===== config.mk =====
export PLATFORM = sky130hd
export DESIGN_NAME = cpuTop
export DESIGN_NICKNAME = d
export VERILOG_FILES = /design/src/common/isaPkg.sv /design/src/common/pipelinePkg.sv /design/src/decode/controlUnit.sv /design/src/decode/branchUnit.sv /design/src/decode/registerFile.sv /design/src/decode/cpuID.sv /design/src/hdl/cpuIF.sv /design/src/hdl/cpuEX.sv /design/src/hdl/cpuMEM.sv /design/src/hdl/cpuTop.sv
export SDC_FILE = /design/constraint.sdc
export NUM_CORES = 1
export LEC_CHECK = 0
export BUFFER_PORTS_ARGS = -buffer_cell sky130_fd_sc_hd__buf_4
export CAP_MARGIN = 20
export CORE_MARGIN = 4
export CORE_UTILIZATION = 44
export CTS_CLUSTER_SIZE = 25
export DETAILED_ROUTE_END_ITERATION = 12
export SETUP_SLACK_MARGIN = 0.5
export SLEW_MARGIN = 20
export SYNTH_ARGS = -nofsm -noshare
export SYNTH_HDL_FRONTEND = slang
export SYNTH_SLANG_ARGS = --single-unit

===== constraint.sdc =====
create_clock -name clk -period 5.8 [get_ports clk]
set_input_delay 1.16 -clock clk [delete_from_list [all_inputs] [get_ports clk]]
set_output_delay 1.16 -clock clk [all_outputs]
set_load 0.01 [all_outputs]

===== src/common/isaPkg.sv =====
package isaPkg;

    // base widths of the 16-bit isa
    localparam int WORD_W     = 16;
    localparam int REG_ADDR_W = 4;
    localparam int OPCODE_W   = 4;
    localparam int COND_W     = 3;   // ccc field, instr[11:9]
    localparam int NUM_REGS   = 16;

    typedef logic [WORD_W-1:0]     word_t;
    typedef logic [WORD_W-1:0]     instr_t;
    typedef logic [REG_ADDR_W-1:0] regAddr_t;
    typedef logic [OPCODE_W-1:0]   opcode_t;
    typedef logic [COND_W-1:0]     cond_t;

    // opcodes, instr[15:12]
    localparam opcode_t OP_ADD = 4'h0;
    localparam opcode_t OP_SUB = 4'h1;
    localparam opcode_t OP_XOR = 4'h2;
    localparam opcode_t OP_AND = 4'h3;
    localparam opcode_t OP_OR  = 4'h4;
    localparam opcode_t OP_SLL = 4'h5;
    localparam opcode_t OP_SRL = 4'h6;
    localparam opcode_t OP_SRA = 4'h7;
    localparam opcode_t OP_LW  = 4'h8;
    localparam opcode_t OP_SW  = 4'h9;
    localparam opcode_t OP_LLB = 4'hA;
    localparam opcode_t OP_LHB = 4'hB;
    localparam opcode_t OP_B   = 4'hC;
    localparam opcode_t OP_BR  = 4'hD;
    localparam opcode_t OP_PCS = 4'hE;
    localparam opcode_t OP_HLT = 4'hF;

    // branch conditions
    localparam cond_t COND_NE = 3'b000;
    localparam cond_t COND_EQ = 3'b001;
    localparam cond_t COND_GT = 3'b010;
    localparam cond_t COND_LT = 3'b011;
    localparam cond_t COND_GE = 3'b100;
    localparam cond_t COND_LE = 3'b101;
    localparam cond_t COND_OV = 3'b110;
    localparam cond_t COND_AL = 3'b111;

    localparam instr_t NOP_INSTR = 16'h0000;   // add r0, r0, r0

endpackage


===== src/common/pipelinePkg.sv =====
package pipelinePkg;

    // execute bundle {pcSwitch, aluSrc, regDst, opcode}
    typedef logic [6:0] exCtrl_t;
    localparam int EX_PCSWITCH = 6;
    localparam int EX_ALUSRC   = 5;
    localparam int EX_REGDST   = 4;
    localparam int EX_OP_MSB   = 3;
    localparam int EX_OP_LSB   = 0;

    // memory bundle {memRead, memWrite}
    typedef logic [1:0] memCtrl_t;
    localparam int MEM_READ  = 1;
    localparam int MEM_WRITE = 0;

    // writeback bundle {memToReg, regWrite}
    typedef logic [1:0] wbCtrl_t;
    localparam int WB_MEMTOREG = 1;
    localparam int WB_REGWRITE = 0;

    // memToReg without regWrite only ever comes from hlt
    localparam wbCtrl_t WB_HALT_MARK = 2'b10;

    // alu flags {zero, overflow, negative}
    typedef logic [2:0] flags_t;
    localparam int FLAG_ZERO = 2;
    localparam int FLAG_OVF  = 1;
    localparam int FLAG_NEG  = 0;

endpackage


===== src/decode/controlUnit.sv =====
`timescale 1ns/100ps

module controlUnit (
    input  isaPkg::opcode_t opcode,
    output logic            regDst,
    output logic            aluSrc,
    output logic            memToReg,
    output logic            regWrite,
    output logic            memRead,
    output logic            memWrite,
    output logic            memHalf,
    output logic            branch,
    output logic            branchReg,
    output logic            pcSwitch
);
    import isaPkg::*;

    always_comb begin
        regDst    = 1'b0;   // alu format, result in rd, flags update
        aluSrc    = 1'b0;
        memToReg  = 1'b0;
        regWrite  = 1'b0;
        memRead   = 1'b0;
        memWrite  = 1'b0;
        memHalf   = 1'b0;
        branch    = 1'b0;
        branchReg = 1'b0;
        pcSwitch  = 1'b0;
        case (opcode)
            OP_ADD, OP_SUB, OP_XOR, OP_AND, OP_OR: begin
                regDst   = 1'b1;
                regWrite = 1'b1;
            end
            OP_SLL, OP_SRL, OP_SRA: begin
                regDst   = 1'b1;
                aluSrc   = 1'b1;   // shift by immediate
                regWrite = 1'b1;
            end
            OP_LW: begin
                aluSrc   = 1'b1;
                memRead  = 1'b1;
                memToReg = 1'b1;
                regWrite = 1'b1;
            end
            OP_SW: begin
                aluSrc   = 1'b1;
                memWrite = 1'b1;
            end
            OP_LLB, OP_LHB: begin
                aluSrc   = 1'b1;
                memHalf  = 1'b1;
                regWrite = 1'b1;
            end
            OP_B:   branch = 1'b1;
            OP_BR: begin
                branch    = 1'b1;
                branchReg = 1'b1;
            end
            OP_PCS: begin
                pcSwitch = 1'b1;
                regWrite = 1'b1;
            end
            default: memToReg = 1'b1;   // hlt marker, no regWrite
        endcase
    end

endmodule


===== src/decode/branchUnit.sv =====
`timescale 1ns/100ps

module branchUnit (
    input  isaPkg::cond_t       condition,
    input  pipelinePkg::flags_t flags,
    input  logic                branch,
    input  logic                branchReg,
    input  logic [8:0]          offset,
    input  isaPkg::word_t       branchRegData,
    input  isaPkg::word_t       pcIn,
    output isaPkg::word_t       pcOut,
    output logic                branchTake
);
    import isaPkg::*;
    import pipelinePkg::*;

    logic  z, v, n;
    logic  condMet;
    word_t pcPlus2;

    assign z = flags[FLAG_ZERO];
    assign v = flags[FLAG_OVF];
    assign n = flags[FLAG_NEG];

    always_comb begin
        case (condition)
            COND_NE: condMet = ~z;
            COND_EQ: condMet = z;
            COND_GT: condMet = ~z & ~n;
            COND_LT: condMet = n;
            COND_GE: condMet = z | ~n;
            COND_LE: condMet = z | n;
            COND_OV: condMet = v;
            default: condMet = 1'b1;   // always
        endcase
    end

    assign branchTake = branch & condMet;

    assign pcPlus2 = pcIn + 16'd2;
    // br jumps to the register, b is relative to pc+2
    assign pcOut = branchReg ? branchRegData : pcPlus2 + {{6{offset[8]}}, offset, 1'b0};

endmodule


===== src/decode/registerFile.sv =====
`timescale 1ns/100ps

module registerFile (
    input  logic             clk,
    input  logic             reset,
    input  isaPkg::regAddr_t srcReg1,
    input  isaPkg::regAddr_t srcReg2,
    input  isaPkg::regAddr_t dstReg,
    input  logic             writeReg,
    input  isaPkg::word_t    dstData,
    output isaPkg::word_t    srcData1,
    output isaPkg::word_t    srcData2
);
    import isaPkg::*;

    word_t regs [NUM_REGS];

    always_ff @(posedge clk) begin
        if (reset)
            regs <= '{default: '0};
        else if (writeReg && dstReg != '0)   // r0 stays zero
            regs[dstReg] <= dstData;
    end

    // same-cycle write passes through to the reads
    assign srcData1 = (srcReg1 == '0) ? '0 :
                      (writeReg && dstReg == srcReg1) ? dstData : regs[srcReg1];
    assign srcData2 = (srcReg2 == '0) ? '0 :
                      (writeReg && dstReg == srcReg2) ? dstData : regs[srcReg2];

endmodule


===== src/decode/cpuID.sv =====
`timescale 1ns/100ps

module cpuID (
    input  logic                  clk,
    input  logic                  reset,
    input  isaPkg::word_t         pcD,
    input  isaPkg::instr_t        instrD,
    input  pipelinePkg::flags_t   flags,
    input  isaPkg::word_t         wrData,
    input  isaPkg::regAddr_t      regWriteAddress,
    input  logic                  regWrite,
    output logic                  branchTake,
    output isaPkg::word_t         pcBranch,
    output isaPkg::word_t         regAData,
    output isaPkg::word_t         regBData,
    output isaPkg::word_t         immEx,
    output isaPkg::word_t         pcE,
    output isaPkg::regAddr_t      dstRegE,
    output pipelinePkg::exCtrl_t  exControls,
    output pipelinePkg::memCtrl_t memControls,
    output pipelinePkg::wbCtrl_t  wbControls
);
    import isaPkg::*;
    import pipelinePkg::*;

    opcode_t  opcode;
    regAddr_t fieldA, fieldB, fieldC;
    regAddr_t srcSel1, srcSel2;
    word_t    rfData1, rfData2;
    word_t    immNext;
    logic     squash;
    logic     regDstD, aluSrcD, memToRegD, regWriteD, memReadD, memWriteD;
    logic     memHalfD, branchD, branchRegD, pcSwitchD;

    assign opcode = instrD[15:12];
    assign fieldA = instrD[11:8];   // rd / rt, always the destination
    assign fieldB = instrD[7:4];    // rs, base, br target reg
    assign fieldC = instrD[3:0];    // rt or 4-bit immediate

    controlUnit ctrl_i (
        .opcode    (opcode),
        .regDst    (regDstD),
        .aluSrc    (aluSrcD),
        .memToReg  (memToRegD),
        .regWrite  (regWriteD),
        .memRead   (memReadD),
        .memWrite  (memWriteD),
        .memHalf   (memHalfD),
        .branch    (branchD),
        .branchReg (branchRegD),
        .pcSwitch  (pcSwitchD)
    );

    // llb/lhb need the old rd, sw needs the store data
    assign srcSel2 = (memHalfD || memWriteD) ? fieldA : fieldB;
    assign srcSel1 = memWriteD ? fieldB : fieldC;   // sw base moves to port 1

    registerFile regs_i (
        .clk      (clk),
        .reset    (reset),
        .srcReg1  (srcSel1),
        .srcReg2  (srcSel2),
        .dstReg   (regWriteAddress),
        .writeReg (regWrite),
        .dstData  (wrData),
        .srcData1 (rfData1),
        .srcData2 (rfData2)
    );

    branchUnit branch_i (
        .condition     (instrD[11:9]),
        .flags         (flags),
        .branch        (branchD),
        .branchReg     (branchRegD),
        .offset        (instrD[8:0]),
        .branchRegData (rfData2),        // br reads rs through port 2
        .pcIn          (pcD),
        .pcOut         (pcBranch),
        .branchTake    (branchTake)
    );

    always_comb begin
        if (memReadD || memWriteD)
            immNext = {{11{fieldC[3]}}, fieldC, 1'b0};   // word offset
        else if (memHalfD)
            immNext = {8'h00, instrD[7:0]};              // byte for llb/lhb
        else
            immNext = {{12{fieldC[3]}}, fieldC};         // shift amount
    end

    // branches and nops carry no work past decode
    assign squash = branchD || (instrD == NOP_INSTR);

    // decode/execute register, control part
    always_ff @(posedge clk) begin
        if (reset) begin
            exControls  <= '0;
            memControls <= '0;
            wbControls  <= '0;
        end else begin
            exControls  <= squash ? '0 : {pcSwitchD, aluSrcD, regDstD, opcode};
            memControls <= squash ? '0 : {memReadD, memWriteD};
            wbControls  <= squash ? '0 : {memToRegD, regWriteD};
        end
    end

    // payload
    always_ff @(posedge clk) begin
        regAData <= rfData1;
        regBData <= rfData2;
        immEx    <= immNext;
        pcE      <= pcD;
        dstRegE  <= fieldA;
    end

endmodule


===== src/hdl/cpuIF.sv =====
`timescale 1ns/100ps

module cpuIF (
    input  logic           clk,
    input  logic           reset,
    input  logic           branchTake,
    input  isaPkg::word_t  pcBranch,
    input  isaPkg::instr_t instrData,
    output isaPkg::word_t  instrAddr,
    output isaPkg::word_t  pcD,
    output isaPkg::instr_t instrD
);
    import isaPkg::*;

    word_t   pc;
    word_t   pcNext;
    opcode_t fetchOp;

    assign fetchOp   = instrData[15:12];
    assign instrAddr = pc;   // imem answers in the same cycle

    always_comb begin
        if (branchTake)
            pcNext = pcBranch;          // redirect from decode wins
        else if (fetchOp == OP_HLT)
            pcNext = pc;                // park on the hlt
        else
            pcNext = pc + 16'd2;
    end

    // pc and fetch/decode register
    always_ff @(posedge clk) begin
        if (reset) begin
            pc     <= '0;
            pcD    <= '0;
            instrD <= NOP_INSTR;
        end else begin
            pc     <= pcNext;
            pcD    <= pc;
            instrD <= branchTake ? NOP_INSTR : instrData;  // wrong-path slot becomes a bubble
        end
    end

endmodule


===== src/hdl/cpuEX.sv =====
`timescale 1ns/100ps

module cpuEX (
    input  logic                  clk,
    input  logic                  reset,
    input  isaPkg::word_t         regAData,
    input  isaPkg::word_t         regBData,
    input  isaPkg::word_t         immEx,
    input  isaPkg::word_t         pcE,
    input  isaPkg::regAddr_t      dstRegE,
    input  pipelinePkg::exCtrl_t  exControls,
    input  pipelinePkg::memCtrl_t memControls,
    input  pipelinePkg::wbCtrl_t  wbControls,
    output pipelinePkg::flags_t   flags,
    output isaPkg::word_t         aluOutM,
    output isaPkg::word_t         storeDataM,
    output isaPkg::regAddr_t      dstRegM,
    output pipelinePkg::memCtrl_t memControlsM,
    output pipelinePkg::wbCtrl_t  wbControlsM
);
    import isaPkg::*;
    import pipelinePkg::*;

    opcode_t opcode;
    word_t   aluA, aluB;
    word_t   sum, diff;
    word_t   result, aluOut;
    logic    addOvf, subOvf;
    flags_t  flagsNext;

    assign opcode = exControls[EX_OP_MSB:EX_OP_LSB];
    assign aluA   = memControls[MEM_WRITE] ? regAData : regBData;   // sw base on port 1
    assign aluB   = exControls[EX_ALUSRC] ? immEx : regAData;

    assign sum    = aluA + aluB;   // add, lw/sw address
    assign diff   = aluA - aluB;
    assign addOvf = (aluA[15] == aluB[15]) && (sum[15] != aluA[15]);
    assign subOvf = (aluA[15] != aluB[15]) && (diff[15] != aluA[15]);

    always_comb begin
        case (opcode)
            OP_SUB:  result = diff;
            OP_XOR:  result = aluA ^ aluB;
            OP_AND:  result = aluA & aluB;
            OP_OR:   result = aluA | aluB;
            OP_SLL:  result = aluA << aluB[3:0];
            OP_SRL:  result = aluA >> aluB[3:0];
            OP_SRA:  result = word_t'($signed(aluA) >>> aluB[3:0]);
            OP_LLB:  result = {regBData[15:8], immEx[7:0]};   // keep high byte
            OP_LHB:  result = {immEx[7:0], regBData[7:0]};    // keep low byte
            default: result = sum;
        endcase
    end

    assign aluOut = exControls[EX_PCSWITCH] ? pcE + 16'd2 : result;   // pcs

    // z for every alu op, v and n only from add/sub
    always_comb begin
        flagsNext = flags;
        flagsNext[FLAG_ZERO] = (result == '0);
        if (opcode == OP_ADD || opcode == OP_SUB) begin
            flagsNext[FLAG_OVF] = (opcode == OP_ADD) ? addOvf : subOvf;
            flagsNext[FLAG_NEG] = result[15];
        end
    end

    always_ff @(posedge clk) begin
        if (reset) begin
            flags        <= '0;
            memControlsM <= '0;
            wbControlsM  <= '0;
        end else begin
            if (exControls[EX_REGDST])
                flags <= flagsNext;
            memControlsM <= memControls;
            wbControlsM  <= wbControls;
        end
    end

    // execute/memory payload
    always_ff @(posedge clk) begin
        aluOutM    <= aluOut;
        storeDataM <= regBData;   // sw data read through port 2
        dstRegM    <= dstRegE;
    end

endmodule


===== src/hdl/cpuMEM.sv =====
`timescale 1ns/100ps

module cpuMEM (
    input  logic                  clk,
    input  logic                  reset,
    input  isaPkg::word_t         aluOutM,
    input  isaPkg::word_t         storeDataM,
    input  isaPkg::regAddr_t      dstRegM,
    input  pipelinePkg::memCtrl_t memControlsM,
    input  pipelinePkg::wbCtrl_t  wbControlsM,
    input  isaPkg::word_t         dataRdata,
    output isaPkg::word_t         dataAddr,
    output isaPkg::word_t         dataWdata,
    output logic                  dataRead,
    output logic                  dataWrite,
    output isaPkg::word_t         wrData,
    output isaPkg::regAddr_t      regWriteAddress,
    output logic                  regWrite,
    output logic                  halted
);
    import isaPkg::*;
    import pipelinePkg::*;

    word_t wbValue;

    // data port straight off the execute/memory register
    assign dataAddr  = aluOutM;
    assign dataWdata = storeDataM;
    assign dataRead  = memControlsM[MEM_READ];
    assign dataWrite = memControlsM[MEM_WRITE];   // taken at the edge

    assign wbValue = wbControlsM[WB_MEMTOREG] ? dataRdata : aluOutM;   // load or alu

    always_ff @(posedge clk) begin
        if (reset) begin
            regWrite <= 1'b0;
            halted   <= 1'b0;
        end else begin
            regWrite <= wbControlsM[WB_REGWRITE];
            if (wbControlsM == WB_HALT_MARK)
                halted <= 1'b1;   // sticky until reset
        end
    end

    always_ff @(posedge clk) begin
        wrData          <= wbValue;
        regWriteAddress <= dstRegM;
    end

endmodule


===== src/hdl/cpuTop.sv =====
`timescale 1ns/100ps

module cpuTop (
    input  logic           clk,
    input  logic           reset,
    output isaPkg::word_t  instrAddr,
    input  isaPkg::instr_t instrData,
    output isaPkg::word_t  dataAddr,
    output isaPkg::word_t  dataWdata,
    input  isaPkg::word_t  dataRdata,
    output logic           dataRead,
    output logic           dataWrite,
    output logic           halted
);
    import isaPkg::*;
    import pipelinePkg::*;

    // fetch <-> decode
    word_t    pcD, pcBranch;
    instr_t   instrD;
    logic     branchTake;

    // decode -> execute
    word_t    regAData, regBData, immEx, pcE;
    regAddr_t dstRegE;
    exCtrl_t  exControls;
    memCtrl_t memControls;
    wbCtrl_t  wbControls;
    flags_t   flags;

    // execute -> memory
    word_t    aluOutM, storeDataM;
    regAddr_t dstRegM;
    memCtrl_t memControlsM;
    wbCtrl_t  wbControlsM;

    // writeback into the register file
    word_t    wrData;
    regAddr_t regWriteAddress;
    logic     regWrite;

    cpuIF if_i (
        .clk        (clk),
        .reset      (reset),
        .branchTake (branchTake),
        .pcBranch   (pcBranch),
        .instrData  (instrData),
        .instrAddr  (instrAddr),
        .pcD        (pcD),
        .instrD     (instrD)
    );

    cpuID id_i (
        .clk             (clk),
        .reset           (reset),
        .pcD             (pcD),
        .instrD          (instrD),
        .flags           (flags),
        .wrData          (wrData),
        .regWriteAddress (regWriteAddress),
        .regWrite        (regWrite),
        .branchTake      (branchTake),
        .pcBranch        (pcBranch),
        .regAData        (regAData),
        .regBData        (regBData),
        .immEx           (immEx),
        .pcE             (pcE),
        .dstRegE         (dstRegE),
        .exControls      (exControls),
        .memControls     (memControls),
        .wbControls      (wbControls)
    );

    cpuEX ex_i (
        .clk          (clk),
        .reset        (reset),
        .regAData     (regAData),
        .regBData     (regBData),
        .immEx        (immEx),
        .pcE          (pcE),
        .dstRegE      (dstRegE),
        .exControls   (exControls),
        .memControls  (memControls),
        .wbControls   (wbControls),
        .flags        (flags),
        .aluOutM      (aluOutM),
        .storeDataM   (storeDataM),
        .dstRegM      (dstRegM),
        .memControlsM (memControlsM),
        .wbControlsM  (wbControlsM)
    );

    cpuMEM mem_i (
        .clk             (clk),
        .reset           (reset),
        .aluOutM         (aluOutM),
        .storeDataM      (storeDataM),
        .dstRegM         (dstRegM),
        .memControlsM    (memControlsM),
        .wbControlsM     (wbControlsM),
        .dataRdata       (dataRdata),
        .dataAddr        (dataAddr),
        .dataWdata       (dataWdata),
        .dataRead        (dataRead),
        .dataWrite       (dataWrite),
        .wrData          (wrData),
        .regWriteAddress (regWriteAddress),
        .regWrite        (regWrite),
        .halted          (halted)
    );

endmodule


==> results.md <==
Status:
- The flow ran to the end, and the final reports show no timing, DRC or antenna violations.

STA:
- The ratio of final minimum period to clock period is 84.3%.
- The worst clock skew on the final layout is 0.0178 ns.
- The hold violation count in the final report came to 0.
- Setup violations remaining at the end of the flow were counted as 0.
- The time the worst path needs with I/O delays and setup is 4.89 ns.
- Setup repair after global routing left no endpoint under its margin.
- The slew at the pin with the worst max-slew slack is 1.22 ns.
- The post-layout worst setup margin is 0.911 ns.
- Timing would allow up to 205 MHz.
- The number of max-slew violations in the final report is 0.
- Measured against its own limit, the worst slew margin works out to 18.8%.
- For the final routed database, the setup TNS stands at 0 ns.

Floorplanning:
- The number of primary I/O pins is 85.
- The vertical die dimension is 245 um.
- Row generation in the floorplan step produced 86 rows.
- The core area is 0.0553 mm2.
- The die is 245 um wide.
- The die covers 0.0600 mm2.
- The starting density of the core is 44.7%.

Global route:
- The via count of the first global-routing pass is 23.5k.
- The pin count of the biggest net entering global routing is 177.
- The number of antenna violations at the first check in global routing came to 2.
- The aggregate global routing overflow is 0.
- The wire length of the first global-routing pass is 150 mm.
- Across every metal layer, demand over resource in global routing totals 32.3%.

Critical path:
- The type of the setup path with the least slack is reg -> reg.
- The category of the worst setup path capture point is a flop.
- The element type at the critical path start is a flop.
- The worst endpoint data arrival time is 5.42 ns.
- The required time of the critical path is 6.33 ns.
- Along the worst path, the maximum fanout reaches 14.
- The largest individual stage delay along the critical path comes from the cell mux2i_2.
- The signal on the critical path passes through mux2i_2 > ha_1 > nor3_1 > a2111oi_0 > o21bai_1 > o2bb2ai_1 > o41ai_1 > o31ai_1 > xnor2_1 > a211o_1 > or4_1 > o21ai_1.
- The highest cell delay on the worst timing path is 0.84 ns.

Synth:
- After synthesis, the largest family of logic cells by area is simple AND/OR/NAND/NOR gates.
- The synthesized design contains 441 register bits.
- The cell count after synthesis came out at 3360.
- The portion of the post-synthesis area used by sequential elements is 35.7%.
- Summing the areas of all compound-gate instances in the mapped netlist gives 19.4% of the synthesized area.
- The number of warnings reported in the yosys synthesis log is 0.
- The post-synthesis mux area share is 5.65%.
- The commonest cells after synthesis are nand2_1 (1043), dfxtp_1 (441), a21oi_1 (343).
- Each instance of the synthesized netlist takes up on average 7.36 um2.
- The cell area after synthesis is 0.0247 mm2.
- The number of synthesized flops with an enable pin is 0.
- The proportion of netlist area held by the largest area contributor is 35.7%.
- Of all flip-flops after synthesis, the portion carrying an async set or reset was 0%.
- The number of distinct library cells after synthesis is 86.
- The xor and xnor area share after synthesis is 1.91%.
- The prevailing post-synth register cell is dfxtp_1.
- The area share of fa/ha/maj cells after synthesis is 4.19%.
- The library cell with the highest instance count after synthesis is nand2_1.
- The cell taking the most area after synthesis is dfxtp_1.
- In the post-synthesis netlist, the biggest area contributors are dfxtp_1 (36%), nand2_1 (16%), a21oi_1 (6.9%).
- After Yosys synthesis, and, or, nand and nor cells account for 27.7% of the synthesized area.
- The net count after synthesis is 3475.

Routing:
- In the routed design, unresolved DRC markers number 0.
- The initial detailed-routing violation count is 3370.
- The routed layout has 25.4k vias.
- The first detailed-routing pass took 6 iterations.
- After detailed routing, the average wire length per cell comes to 24.9 um.
- The number of nets with antenna violations after routing is 0.
- After detailed routing, the number of vias per cell comes to 6.25.
- The final wirelength is 101 mm.

Power:
- The part of the total power dissipated in the clock network is 36.9%.
- The internal portion of the total power is 5.71 mW.
- Of the total power, registers draw 42.0%.
- The worst ir drop on vdd is 0.000190 V.
- The power per standard cell area is 312 mW/mm2.
- Summed over all cells, the static leakage comes to 9.91 nW.
- In this run the power spent charging and discharging nets is 2.92 mW.
- The portion of total power attributed to combinational logic is 21.0%.
- Net switching is 33.8% of the power.

Layout:
- In the final design database the tool counted 3393 nets.
- Summing all non-filler instances in the final layout gives an area of 0.0276 mm2.
- The fraction of layout instances using a drive strength above 1 is 9.39%.
- The non-filler instance count after layout is 4064.
- The post-synthesis to final-layout area growth is 11.8%.
- The end-of-flow core utilization is 50.0%.

CTS:
- The H-tree was split into 2 levels.
- TritonCTS created 48 clock buffers.
- Clock-pin slew was measured on the worst setup and hold paths at 0.06 ns.
- Hold repair after CTS inserted 0 buffers.
- The post-CTS setup repair buffer count is 0.
- The maximum clock path buffer count is 3.
- The post-cts repair resize count is 0.
- The CTS tree is done.
- The CTS sink count is 441.
- The clock tree root buffer cell is clkbuf_16.
- For the worst-skew pair, the clock arrives at the later sink with an insertion delay of 0.60 ns.

Placement:
- Buffers placed on the I/O ports in this run total 84.
- Once placement finished, the instance area stood at 0.0260 mm2.
- The number of placed instances with taps included is 3975.
- Routability-driven placement finished with a final weighted congestion of 1.04.
- The worst slack at placement is 1.03 ns.
- The wire-length estimate of the detail-placed layout is 67.5 mm.

Min path:
- The path category of the worst min-delay check is reg -> reg.

Flow run:
- The number of maximum-capacitance constraint violations is 0.
## worst max-delay path: cells and delay by family (launching register included)
family / cells / cell delay (ns)
AOI/OAI and AO/OA: 7 / 2.27
muxes: 1 / 0.84
and+or+nand+nor: 2 / 0.59
DFF: 1 / 0.56
adders and majority gates: 1 / 0.41
xor gates and xnor gates: 1 / 0.15
## sequential cells by signal (all words and copies together), names as in the netlist, 3 cells and up
| name | count |
|---|---|
| ex_i.aluOutM | 16 |
| ex_i.dstRegM | 4 |
| ex_i.flags | 3 |
| ex_i.storeDataM | 16 |
| id_i.dstRegE | 4 |
| id_i.exControls | 7 |
| id_i.immEx | 9 |
| id_i.pcE | 16 |
| id_i.regAData | 16 |
| id_i.regBData | 16 |
| id_i.regs_i.regs | 256 |
| if_i.instrAddr | 16 |
| if_i.instrD | 16 |
| if_i.pcD | 16 |
| mem_i.regWriteAddress | 4 |
| mem_i.wrData | 16 |
## metal layers
metal / GRT usage (%) / vias to the layer above / routed length [um]
met5: 0 / - / 0
met4: 17.0 / 0 / 6310
met3: 6.50 / 373 / 10300
met2: 50.5 / 1593 / 44700
met1: 42.2 / 12000 / 39700
li1: - / 11500 / -
## power groups by stage
| stage | Sequential, mW | Clock (mW) | Combinational, mW |
|---|---|---|---|
| after floorplan | 3.36 | 0 | 1.24 |
| after global placement | 3.67 | 0 | 1.75 |
| after detailed placement | 3.67 | 0 | 1.75 |
| after CTS | 3.61 | 3.22 | 1.76 |
| after global routing | 3.65 | 3.34 | 1.92 |
| final | 3.63 | 3.18 | 1.82 |
## metrics by stage
step	hold WS (ns)	power (mW)
2_1_floorplan	0.310	4.60
3_3_place_gp	0.315	5.43
3_5_place_dp	0.312	5.43
4_1_cts	0.329	8.60
5_1_grt	0.331	8.90
6_report	0.327	8.63
## cell usage in the layout (no fill, tap or decap), types with 21 or more instances in the layout
cell type	instances
a211oi_1	61
a21oi_1	343
a311oi_1	96
a31oi_1	38
and2_1	21
and3_1	81
buf_4	125
clkbuf_16	49
dfxtp_1	441
ha_1	78
inv_1	64
mux2_2	26
mux2i_1	71
nand2_1	1042
nand3_1	165
nor2_1	105
nor2b_1	46
nor3_1	30
o21ai_0	38
xnor2_1	34
## cell families after synthesis
group,count (synthesis)
adder cells (fa/ha/maj),81
multiplexers,122
flip-flops,441
AO/OA/AOI/OAI,737
AND/OR/NAND/NOR,1585
XOR/XNOR,54
buffers and inverters,340
## path summary, 6_finish.rpt
path / depth (start not counted) / end / slack, ns / start
setup / recovery: 12 / ex_i.flags[2]$_SDFFE_PP0P_ / 0.91 / id_i.exControls[5]$_SDFF_PP0_
hold / removal: 0 / mem_i.regWriteAddress[0]$_DFF_P_ / 0.33 / ex_i.dstRegM[0]$_DFF_P_
setup reg to reg: 12 / ex_i.flags[2]$_SDFFE_PP0P_ / 0.91 / id_i.exControls[5]$_SDFF_PP0_
hold reg to reg: 0 / mem_i.regWriteAddress[0]$_DFF_P_ / 0.33 / ex_i.dstRegM[0]$_DFF_P_
## final cells by class
type / instances / area, um2
Timing Repair Buffer: 139 / 1200
Clock inverter: 12 / 211
Inverter: 69 / 262
Sequential cell: 441 / 8830
Multi-Input combinational cell: 2579 / 14800
Clock buffer: 73 / 1390
Fill cell: 5483 / 27700
Antenna cell: 3 / 7.51
Tap cell: 748 / 936
Note: power is estimated with default switching activity, not from simulation.
